$ cat src/logic/pipe_pkg.sv
`default_nettype none

package pipe_pkg;

  typedef logic [31:0] data_t;
  typedef logic [4:0]  reg_idx_t;

  typedef enum logic [2:0] {
    ALU_ADD = 3'd0,
    ALU_SUB = 3'd1,
    ALU_AND = 3'd2,
    ALU_OR  = 3'd3,
    ALU_SLT = 3'd4
  } alu_op_e;

  // primary opcodes.
  localparam logic [5:0] OP_RTYPE = 6'h00;
  localparam logic [5:0] OP_BEQ   = 6'h04;
  localparam logic [5:0] OP_ADDI  = 6'h08;
  localparam logic [5:0] OP_LW    = 6'h23;
  localparam logic [5:0] OP_SW    = 6'h2b;

  // r-type funct field.
  localparam logic [5:0] FN_ADD = 6'h20;
  localparam logic [5:0] FN_SUB = 6'h22;
  localparam logic [5:0] FN_AND = 6'h24;
  localparam logic [5:0] FN_OR  = 6'h25;
  localparam logic [5:0] FN_SLT = 6'h2a;

  typedef struct packed {
    logic  valid;
    data_t pc;
    data_t instr;
  } if_id_t;

  typedef struct packed {
    logic     valid;
    data_t    pc;
    data_t    rs_data;
    data_t    rt_data;
    data_t    imm;
    reg_idx_t dest;
    alu_op_e  alu_op;
    logic     alu_src_imm;
    logic     mem_read;
    logic     mem_write;
    logic     reg_write;
    logic     branch;
  } id_ex_t;

  typedef struct packed {
    logic     valid;
    data_t    alu_result;
    data_t    store_data;
    reg_idx_t dest;
    logic     mem_read;
    logic     mem_write;
    logic     reg_write;
  } ex_mem_t;

  typedef struct packed {
    logic     valid;
    data_t    result;
    reg_idx_t dest;
    logic     reg_write;
  } mem_wb_t;

endpackage

`default_nettype wire
$ cat src/logic/pipeline_core.sv
`timescale 1ns/1ns
`default_nettype none

module pipeline_core #(
  parameter pipe_pkg::data_t reset_pc = '0
) (
  input  wire logic          clk,
  input  wire logic          rst_n,
  output pipe_pkg::data_t    imem_addr,
  input  pipe_pkg::data_t    imem_data,
  output pipe_pkg::data_t    dmem_addr,
  output pipe_pkg::data_t    dmem_wdata,
  output logic               dmem_write,
  output logic               dmem_read,
  input  pipe_pkg::data_t    dmem_rdata,
  output logic               retire_valid,
  output pipe_pkg::reg_idx_t retire_dest,
  output pipe_pkg::data_t    retire_data
);

  pipe_pkg::data_t    pc;
  pipe_pkg::data_t    branch_target;
  logic               branch_taken;
  logic               stall;
  logic               flush_if_id;
  logic               flush_id_ex;
  logic               uses_rt;
  logic               wb_en;
  pipe_pkg::reg_idx_t rs_idx;
  pipe_pkg::reg_idx_t rt_idx;
  pipe_pkg::data_t    rs_data;
  pipe_pkg::data_t    rt_data;

  pipe_pkg::if_id_t   if_id_d;
  pipe_pkg::if_id_t   if_id_q;
  pipe_pkg::id_ex_t   id_ex_d;
  pipe_pkg::id_ex_t   id_ex_q;
  pipe_pkg::ex_mem_t  ex_mem_d;
  pipe_pkg::ex_mem_t  ex_mem_q;
  pipe_pkg::mem_wb_t  mem_wb_d;
  pipe_pkg::mem_wb_t  mem_wb_q;

  fetch_unit #(.reset_pc(reset_pc)) fetch (
    .clk          (clk),
    .rst_n        (rst_n),
    .stall        (stall),
    .branch_taken (branch_taken),
    .branch_target(branch_target),
    .pc           (pc),
    .imem_addr    (imem_addr)
  );

  // instruction memory answers in the same cycle.
  assign if_id_d = '{valid: 1'b1, pc: pc, instr: imem_data};

  stage_register #(.payload_t(pipe_pkg::if_id_t)) if_id_reg (
    .clk  (clk),
    .rst_n(rst_n),
    .stall(stall),
    .flush(flush_if_id),
    .d    (if_id_d),
    .q    (if_id_q)
  );

  decode_unit decode (
    .if_id  (if_id_q),
    .rs_data(rs_data),
    .rt_data(rt_data),
    .rs_idx (rs_idx),
    .rt_idx (rt_idx),
    .uses_rt(uses_rt),
    .id_ex  (id_ex_d)
  );

  register_file regs (
    .clk    (clk),
    .rst_n  (rst_n),
    .rs_idx (rs_idx),
    .rt_idx (rt_idx),
    .rs_data(rs_data),
    .rt_data(rt_data),
    .wr_en  (wb_en),
    .wr_idx (mem_wb_q.dest),
    .wr_data(mem_wb_q.result)
  );

  hazard_unit hazards (
    .rs_idx      (rs_idx),
    .rt_idx      (rt_idx),
    .uses_rt     (uses_rt),
    .id_ex       (id_ex_q),
    .ex_mem      (ex_mem_q),
    .branch_taken(branch_taken),
    .stall       (stall),
    .flush_if_id (flush_if_id),
    .flush_id_ex (flush_id_ex)
  );

  // a stall leaves a bubble in id/ex.
  stage_register #(.payload_t(pipe_pkg::id_ex_t)) id_ex_reg (
    .clk  (clk),
    .rst_n(rst_n),
    .stall(1'b0),
    .flush(flush_id_ex),
    .d    (id_ex_d),
    .q    (id_ex_q)
  );

  execute_unit execute (
    .id_ex        (id_ex_q),
    .ex_mem       (ex_mem_d),
    .branch_taken (branch_taken),
    .branch_target(branch_target)
  );

  stage_register #(.payload_t(pipe_pkg::ex_mem_t)) ex_mem_reg (
    .clk  (clk),
    .rst_n(rst_n),
    .stall(1'b0),
    .flush(1'b0),
    .d    (ex_mem_d),
    .q    (ex_mem_q)
  );

  // memory stage.
  assign dmem_addr  = ex_mem_q.alu_result;
  assign dmem_wdata = ex_mem_q.store_data;
  assign dmem_write = ex_mem_q.valid && ex_mem_q.mem_write;
  assign dmem_read  = ex_mem_q.valid && ex_mem_q.mem_read;

  assign mem_wb_d = '{
    valid:     ex_mem_q.valid,
    result:    ex_mem_q.mem_read ? dmem_rdata : ex_mem_q.alu_result,
    dest:      ex_mem_q.dest,
    reg_write: ex_mem_q.reg_write
  };

  stage_register #(.payload_t(pipe_pkg::mem_wb_t)) mem_wb_reg (
    .clk  (clk),
    .rst_n(rst_n),
    .stall(1'b0),
    .flush(1'b0),
    .d    (mem_wb_d),
    .q    (mem_wb_q)
  );

  // writeback and retire.
  assign wb_en        = mem_wb_q.valid && mem_wb_q.reg_write;
  assign retire_valid = wb_en;
  assign retire_dest  = mem_wb_q.dest;
  assign retire_data  = mem_wb_q.result;

  // a dependent instruction waits at most two cycles.
  stall_at_most_two: assert property (
    @(posedge clk) disable iff (!rst_n) stall [*2] |=> !stall
  );

endmodule

`default_nettype wire

$ cat src/logic/hazard_unit.sv
`timescale 1ns/1ns
`default_nettype none

module hazard_unit (
  input  pipe_pkg::reg_idx_t rs_idx,
  input  pipe_pkg::reg_idx_t rt_idx,
  input  wire logic          uses_rt,
  input  pipe_pkg::id_ex_t   id_ex,
  input  pipe_pkg::ex_mem_t  ex_mem,
  input  wire logic          branch_taken,
  output logic               stall,
  output logic               flush_if_id,
  output logic               flush_id_ex
);

  logic raw_hazard;

  function automatic logic pending_write(input logic v, input logic we,
                                         input pipe_pkg::reg_idx_t dest,
                                         input pipe_pkg::reg_idx_t src);
    return v && we && (dest != '0) && (dest == src);
  endfunction

  // writers in mem/wb are covered by register file write-through.
  assign raw_hazard =
    pending_write(id_ex.valid, id_ex.reg_write, id_ex.dest, rs_idx) ||
    pending_write(ex_mem.valid, ex_mem.reg_write, ex_mem.dest, rs_idx) ||
    (uses_rt && (pending_write(id_ex.valid, id_ex.reg_write, id_ex.dest, rt_idx) ||
                 pending_write(ex_mem.valid, ex_mem.reg_write, ex_mem.dest, rt_idx)));

  assign stall       = raw_hazard && !branch_taken;
  assign flush_if_id = branch_taken;
  assign flush_id_ex = branch_taken || stall;

endmodule

`default_nettype wire

$ cat src/logic/execute_unit.sv
`timescale 1ns/1ns
`default_nettype none

module execute_unit (
  input  pipe_pkg::id_ex_t  id_ex,
  output pipe_pkg::ex_mem_t ex_mem,
  output logic              branch_taken,
  output pipe_pkg::data_t   branch_target
);

  pipe_pkg::data_t op_a;
  pipe_pkg::data_t op_b;
  pipe_pkg::data_t alu_out;

  assign op_a = id_ex.rs_data;
  assign op_b = id_ex.alu_src_imm ? id_ex.imm : id_ex.rt_data;

  always_comb begin
    case (id_ex.alu_op)
      pipe_pkg::ALU_SUB: alu_out = op_a - op_b;
      pipe_pkg::ALU_AND: alu_out = op_a & op_b;
      pipe_pkg::ALU_OR:  alu_out = op_a | op_b;
      pipe_pkg::ALU_SLT: alu_out = {31'd0, $signed(op_a) < $signed(op_b)};
      default:           alu_out = op_a + op_b;
    endcase
  end

  assign branch_taken  = id_ex.valid && id_ex.branch && (id_ex.rs_data == id_ex.rt_data);
  assign branch_target = id_ex.pc + 32'd4 + {id_ex.imm[29:0], 2'b00};

  always_comb begin
    ex_mem            = '0;
    ex_mem.valid      = id_ex.valid;
    ex_mem.alu_result = alu_out;
    ex_mem.store_data = id_ex.rt_data;
    ex_mem.dest       = id_ex.dest;
    ex_mem.mem_read   = id_ex.mem_read;
    ex_mem.mem_write  = id_ex.mem_write;
    ex_mem.reg_write  = id_ex.reg_write;
  end

endmodule

`default_nettype wire

$ cat src/logic/register_file.sv
`timescale 1ns/1ns
`default_nettype none

module register_file (
  input  wire logic          clk,
  input  wire logic          rst_n,
  input  pipe_pkg::reg_idx_t rs_idx,
  input  pipe_pkg::reg_idx_t rt_idx,
  output pipe_pkg::data_t    rs_data,
  output pipe_pkg::data_t    rt_data,
  input  wire logic          wr_en,
  input  pipe_pkg::reg_idx_t wr_idx,
  input  pipe_pkg::data_t    wr_data
);

  pipe_pkg::data_t regs [32];

  always_ff @(posedge clk or negedge rst_n) begin
    if (!rst_n) begin
      for (int i = 0; i < 32; i++) begin
        regs[i] <= '0;
      end
    end else if (wr_en && (wr_idx != '0)) begin
      regs[wr_idx] <= wr_data;
    end
  end

  // same-cycle write is visible to decode.
  assign rs_data = (rs_idx == '0) ? '0 :
                   (wr_en && (wr_idx == rs_idx)) ? wr_data : regs[rs_idx];
  assign rt_data = (rt_idx == '0) ? '0 :
                   (wr_en && (wr_idx == rt_idx)) ? wr_data : regs[rt_idx];

endmodule

`default_nettype wire

$ cat src/logic/decode_unit.sv
`timescale 1ns/1ns
`default_nettype none

module decode_unit (
  input  pipe_pkg::if_id_t   if_id,
  input  pipe_pkg::data_t    rs_data,
  input  pipe_pkg::data_t    rt_data,
  output pipe_pkg::reg_idx_t rs_idx,
  output pipe_pkg::reg_idx_t rt_idx,
  output logic               uses_rt,
  output pipe_pkg::id_ex_t   id_ex
);

  logic [5:0]         opcode;
  logic [5:0]         funct;
  pipe_pkg::reg_idx_t rd_idx;

  assign opcode = if_id.instr[31:26];
  assign funct  = if_id.instr[5:0];
  assign rs_idx = if_id.instr[25:21];
  assign rt_idx = if_id.instr[20:16];
  assign rd_idx = if_id.instr[15:11];

  // rt is a source for r-type, sw and beq only.
  assign uses_rt = (opcode == pipe_pkg::OP_RTYPE) || (opcode == pipe_pkg::OP_SW) ||
                   (opcode == pipe_pkg::OP_BEQ);

  always_comb begin
    id_ex         = '0;
    id_ex.valid   = if_id.valid;
    id_ex.pc      = if_id.pc;
    id_ex.rs_data = rs_data;
    id_ex.rt_data = rt_data;
    id_ex.imm     = {{16{if_id.instr[15]}}, if_id.instr[15:0]};
    case (opcode)
      pipe_pkg::OP_RTYPE: begin
        id_ex.dest      = rd_idx;
        id_ex.reg_write = 1'b1;
        case (funct)
          pipe_pkg::FN_ADD: id_ex.alu_op = pipe_pkg::ALU_ADD;
          pipe_pkg::FN_SUB: id_ex.alu_op = pipe_pkg::ALU_SUB;
          pipe_pkg::FN_AND: id_ex.alu_op = pipe_pkg::ALU_AND;
          pipe_pkg::FN_OR:  id_ex.alu_op = pipe_pkg::ALU_OR;
          pipe_pkg::FN_SLT: id_ex.alu_op = pipe_pkg::ALU_SLT;
          default:          id_ex.reg_write = 1'b0;
        endcase
      end
      pipe_pkg::OP_ADDI: begin
        id_ex.dest        = rt_idx;
        id_ex.alu_src_imm = 1'b1;
        id_ex.reg_write   = 1'b1;
      end
      pipe_pkg::OP_LW: begin
        id_ex.dest        = rt_idx;
        id_ex.alu_src_imm = 1'b1;
        id_ex.mem_read    = 1'b1;
        id_ex.reg_write   = 1'b1;
      end
      pipe_pkg::OP_SW: begin
        id_ex.alu_src_imm = 1'b1;
        id_ex.mem_write   = 1'b1;
      end
      pipe_pkg::OP_BEQ: begin
        id_ex.alu_op = pipe_pkg::ALU_SUB;
        id_ex.branch = 1'b1;
      end
      // unknown opcode passes as a harmless valid entry.
      default: ;
    endcase
    if (!if_id.valid) begin
      id_ex.reg_write = 1'b0;
      id_ex.mem_read  = 1'b0;
      id_ex.mem_write = 1'b0;
      id_ex.branch    = 1'b0;
    end
  end

endmodule

`default_nettype wire

$ cat src/logic/fetch_unit.sv
`timescale 1ns/1ns
`default_nettype none

module fetch_unit #(
  parameter pipe_pkg::data_t reset_pc = '0
) (
  input  wire logic       clk,
  input  wire logic       rst_n,
  input  wire logic       stall,
  input  wire logic       branch_taken,
  input  pipe_pkg::data_t branch_target,
  output pipe_pkg::data_t pc,
  output pipe_pkg::data_t imem_addr
);

  // a taken branch wins over a decode stall.
  always_ff @(posedge clk or negedge rst_n) begin
    if (!rst_n) begin
      pc <= reset_pc;
    end else if (branch_taken) begin
      pc <= branch_target;
    end else if (!stall) begin
      pc <= pc + 32'd4;
    end
  end

  assign imem_addr = pc;

endmodule

`default_nettype wire

$ cat src/logic/stage_register.sv
`timescale 1ns/1ns
`default_nettype none

module stage_register #(
  parameter type payload_t = pipe_pkg::if_id_t
) (
  input  wire logic clk,
  input  wire logic rst_n,
  input  wire logic stall,
  input  wire logic flush,
  input  payload_t  d,
  output payload_t  q
);

  // an all-zero payload is a bubble; flush beats stall.
  always_ff @(posedge clk or negedge rst_n) begin
    if (!rst_n) begin
      q <= '0;
    end else if (flush) begin
      q <= '0;
    end else if (!stall) begin
      q <= d;
    end
  end

  controls_known: assert property (
    @(posedge clk) disable iff (!rst_n) !$isunknown({stall, flush})
  );

endmodule

`default_nettype wire

$ cat config.mk
export PLATFORM = sky130hd
export DESIGN_NAME = pipeline_core
export DESIGN_NICKNAME = d
export VERILOG_FILES = /design/src/logic/pipe_pkg.sv /design/src/logic/pipeline_core.sv /design/src/logic/hazard_unit.sv /design/src/logic/execute_unit.sv /design/src/logic/register_file.sv /design/src/logic/decode_unit.sv /design/src/logic/fetch_unit.sv /design/src/logic/stage_register.sv
export SDC_FILE = /design/constraint.sdc
export NUM_CORES = 2
export LEC_CHECK = 0
export ABC_CLOCK_PERIOD_IN_PS = 4700
export BUFFER_PORTS_ARGS = -buffer_cell sky130_fd_sc_hd__buf_2
export CAP_MARGIN = 20
export CORE_ASPECT_RATIO = 1.1
export CORE_MARGIN = 5
export CORE_UTILIZATION = 35
export DETAILED_ROUTE_END_ITERATION = 7
export PLACE_DENSITY = 0.55
export SYNTH_ARGS = -nofsm -noshare
export SYNTH_HDL_FRONTEND = slang
export SYNTH_SLANG_ARGS = --single-unit
$ cat constraint.sdc
create_clock -name clk -period 4.7 [get_ports clk]
set_input_delay 0.94 -clock clk [delete_from_list [all_inputs] [get_ports clk]]
set_output_delay 0.94 -clock clk [all_outputs]
set_load 0.01 [all_outputs]
==> impl_metrics.env <==
export IMPL_syn_instance_count=5293
export IMPL_grtUsageTotal=0.214
export IMPL_path_max_fanout=11
export IMPL_power_density_mw_per_mm2=338
export IMPL_critPathKind="register to register"
export IMPL_wirelength_um=238000
export IMPL_yosysWarnings=0
export IMPL_vias=47085
export IMPL_cts_tree="built"
export IMPL_antenna_found_initial=17
export IMPL_synth_compound_area_frac=0.0434
export IMPL_use_met1=0.295
export IMPL_post_cts_buffers=0
export IMPL_fillers=19712
export IMPL_coreArea_mm2=0.211
export IMPL_dp_cells=7854
export IMPL_use_met3=0.0365
export IMPL_crit_path_end_kind="register"
export IMPL_die_y_um=492
export IMPL_cts_resized_gates=0
export IMPL_hold_viol_final=0
export IMPL_firstDrtPassIters=5
export IMPL_status="finished, final reports clean"
export IMPL_vdd_drop_max_mv=0.299
export IMPL_avgSynthCellArea_um2=14.0
export IMPL_fp_dieArea_mm2=0.221
export IMPL_final_layout_size_suffix_gt1_frac=0.439
export IMPL_routedWlPerCell_um=29.3
export IMPL_hp_class="input pin to async pin"
export IMPL_io_buffers=201
export IMPL_cp_start_kind="register"
export IMPL_synth_simple_area_share=0.0429
export IMPL_final_setup_tns_ps=0
export IMPL_cts_clk_slew_worst_paths_ps=60
export IMPL_drt_vias_per_instance=5.80
export IMPL_ys_flop_type="dfrtp_1"
export IMPL_first_iter_violations=3786
export IMPL_clock_latency_ps=820
export IMPL_drtAntennaViolNets=0
export IMPL_yosysSeqAreaShare=0.460
export IMPL_grt_max_degree=137
export IMPL_max_clock_freq_mhz=225
export IMPL_grt_pass1_wl_um=348000
export IMPL_start_util=0.351
export IMPL_synth_nets=5516
export IMPL_relSlewSlack=0.273
export IMPL_cts_sinks=1359
export IMPL_p_leak_nw=38.8
export IMPL_io_pins=202
export IMPL_die_x_um=448
export IMPL_htreeDepth=4
export IMPL_synth_xor_area_share=0.0146
export IMPL_fin_cells=8119
export IMPL_dpl_hpwl_um=151000
export IMPL_finalNetCount=5451
export IMPL_final_max_slew_viol_count=0
export IMPL_rsz0062_at_grt="false"
export IMPL_cts_made_buffers=145
export IMPL_cap_violations=0
export IMPL_period_share=0.944
export IMPL_async_reset_ff_frac=1.00
export IMPL_finClkSkew_ps=37.2
export IMPL_synth_edf_count=0
export IMPL_clock_path_buffers=3
export IMPL_cp_required_ps=5350
export IMPL_worstMarginPinSlew_ps=1090
export IMPL_row_count=177
export IMPL_synth_seq_cells=1359
export IMPL_grt_pass1_vias=48454
export IMPL_netlist_cell_type_count=84
export IMPL_root_buffer="clkbuf_16"
export IMPL_ctsHoldBuffers=0
export IMPL_power_mw=28.0
export IMPL_grtUsageMet2=0.346
export IMPL_drc=0
export IMPL_synth_adder_area_share=0.0269
export IMPL_grt_overflow=0
export IMPL_finalCriticalPeriod_ps=4440
export IMPL_synth_top_family_by_area="multiplexers"
export IMPL_syn_cell_area_mm2=0.0740
export IMPL_place_congestion=0.945
export IMPL_post_route_util=0.394
export IMPL_arrival_ps=5080
export IMPL_grt_busiest_layer="met2"
export IMPL_muxShareOfSynthArea=0.371
export IMPL_holdWs_ps=63.8
export IMPL_setup_violations=0
export IMPL_area_growth_syn_to_layout_pct=12.2
-- cell type report --
class / instances / area [um2] / share of cell area
multi-input cells: 3240 / 37300 / 0.449
flip-flops and latches: 1359 / 34000 / 0.410
clock buffers: 208 / 4300 / 0.0519
well taps: 2774 / 3470 / 0.0418
repair buffers: 366 / 2790 / 0.0337
clock inverters: 53 / 672 / 0.00810
inverters: 116 / 435 / 0.00525
diodes: 3 / 7.51 / 0.0000905
-- registers in the layout, summed over array words and instances, names as in the netlist --
name / flops
id_ex_reg.q: 126
fetch.imem_addr: 32
ex_mem_reg.q: 73
regs.regs: 1024
if_id_reg.q: 65
mem_wb_reg.q: 39
-- worst max-delay path, stage by stage (launching register included) --
cell and delay [ps]:
dfrtp_1 830, mux2i_1 550, ha_1 360, a211oi_1 390, o21ai_0 250, a21oi_2 350
a31oi_1 290, a311o_1 540, a311oi_2 260, nor2_1 80, a211oi_1 230, o221ai_1 140
-- final timing paths --
kind | endpoint | slack (ps) | from | depth (start not counted)
max | ex_mem_reg.q[71] | 260 | id_ex_reg.q[4] | 11
min | regs.regs[779] | 60 | rst_n | 1
max reg2reg | ex_mem_reg.q[71] | 260 | id_ex_reg.q[4] | 11
min reg2reg | ex_mem_reg.q[2] | 350 | id_ex_reg.q[3] | 0
max in group asynchronous | regs.regs[380] | 3380 | rst_n | 2
min in group clk | ex_mem_reg.q[2] | 350 | id_ex_reg.q[3] | 0
-- layer usage --
metal  wire length, um  vias up  share of wire
li1                  -    19710              -
met4              8040        4          0.034
met5                24        -        0.00010
met3             14500      394          0.061
met2            114000     1570           0.48
met1            102000    25407           0.43
-- per-stage QoR --
stage	cell area [um2]	setup slack (ps)
6_report	83000	264
5_1_grt	83000	90.7
4_1_cts	82900	338
3_5_place_dp	78000	368
3_3_place_gp	77900	386
2_1_floorplan	74000	852
-- layout by cell type (no fill, tap or decap), types with 123 or more instances in the layout --
cell          n
a21oi_1     143
buf_2       200
buf_4       123
clkbuf_16   151
dfrtp_1    1348
ha_1        154
mux2_2     1027
mux2i_1     148
mux4_2      640
nor2_1      286
-- where the power goes --
| group | total [mW] | internal (mW) | switching (mW) |
|---|---|---|---|
| clock | 12.1 | 7.05 | 5.07 |
| combinational | 3.38 | 1.36 | 2.02 |
| sequential | 12.5 | 12.1 | 0.421 |
| total | 28.0 | 20.5 | 7.51 |
-- cells in the mapped netlist, drive strengths merged (21+ instances only) --
cell type	number	area share
a211oi	85	0.0088
a21o	25	0.0025
a21oi	144	0.0098
and3	68	0.0057
buf	259	0.019
clkbuf	319	0.016
dfrtp	1359	0.46
ha	154	0.026
inv	115	0.0058
mux2	1027	0.16
mux2i	148	0.020
mux4	640	0.19
nand2	86	0.0044
nand3	54	0.0037
nand4	21	0.0018
nor2	306	0.016
nor3	37	0.0026
o21ai	65	0.0045
xnor2	56	0.0066
xor2	67	0.0079
-- logic make-up (layout without fill, tap and decap cells) --
family,Yosys count,count (layout)
xor+xnor,123,123
fa+ha+maj,157,157
other cells,0,3
buf+inv,694,743
mux,1815,1815
flops,1359,1359
simple gates,670,670
compound gates,475,475
No activity file was read; power rests on OpenSTA's default activity.
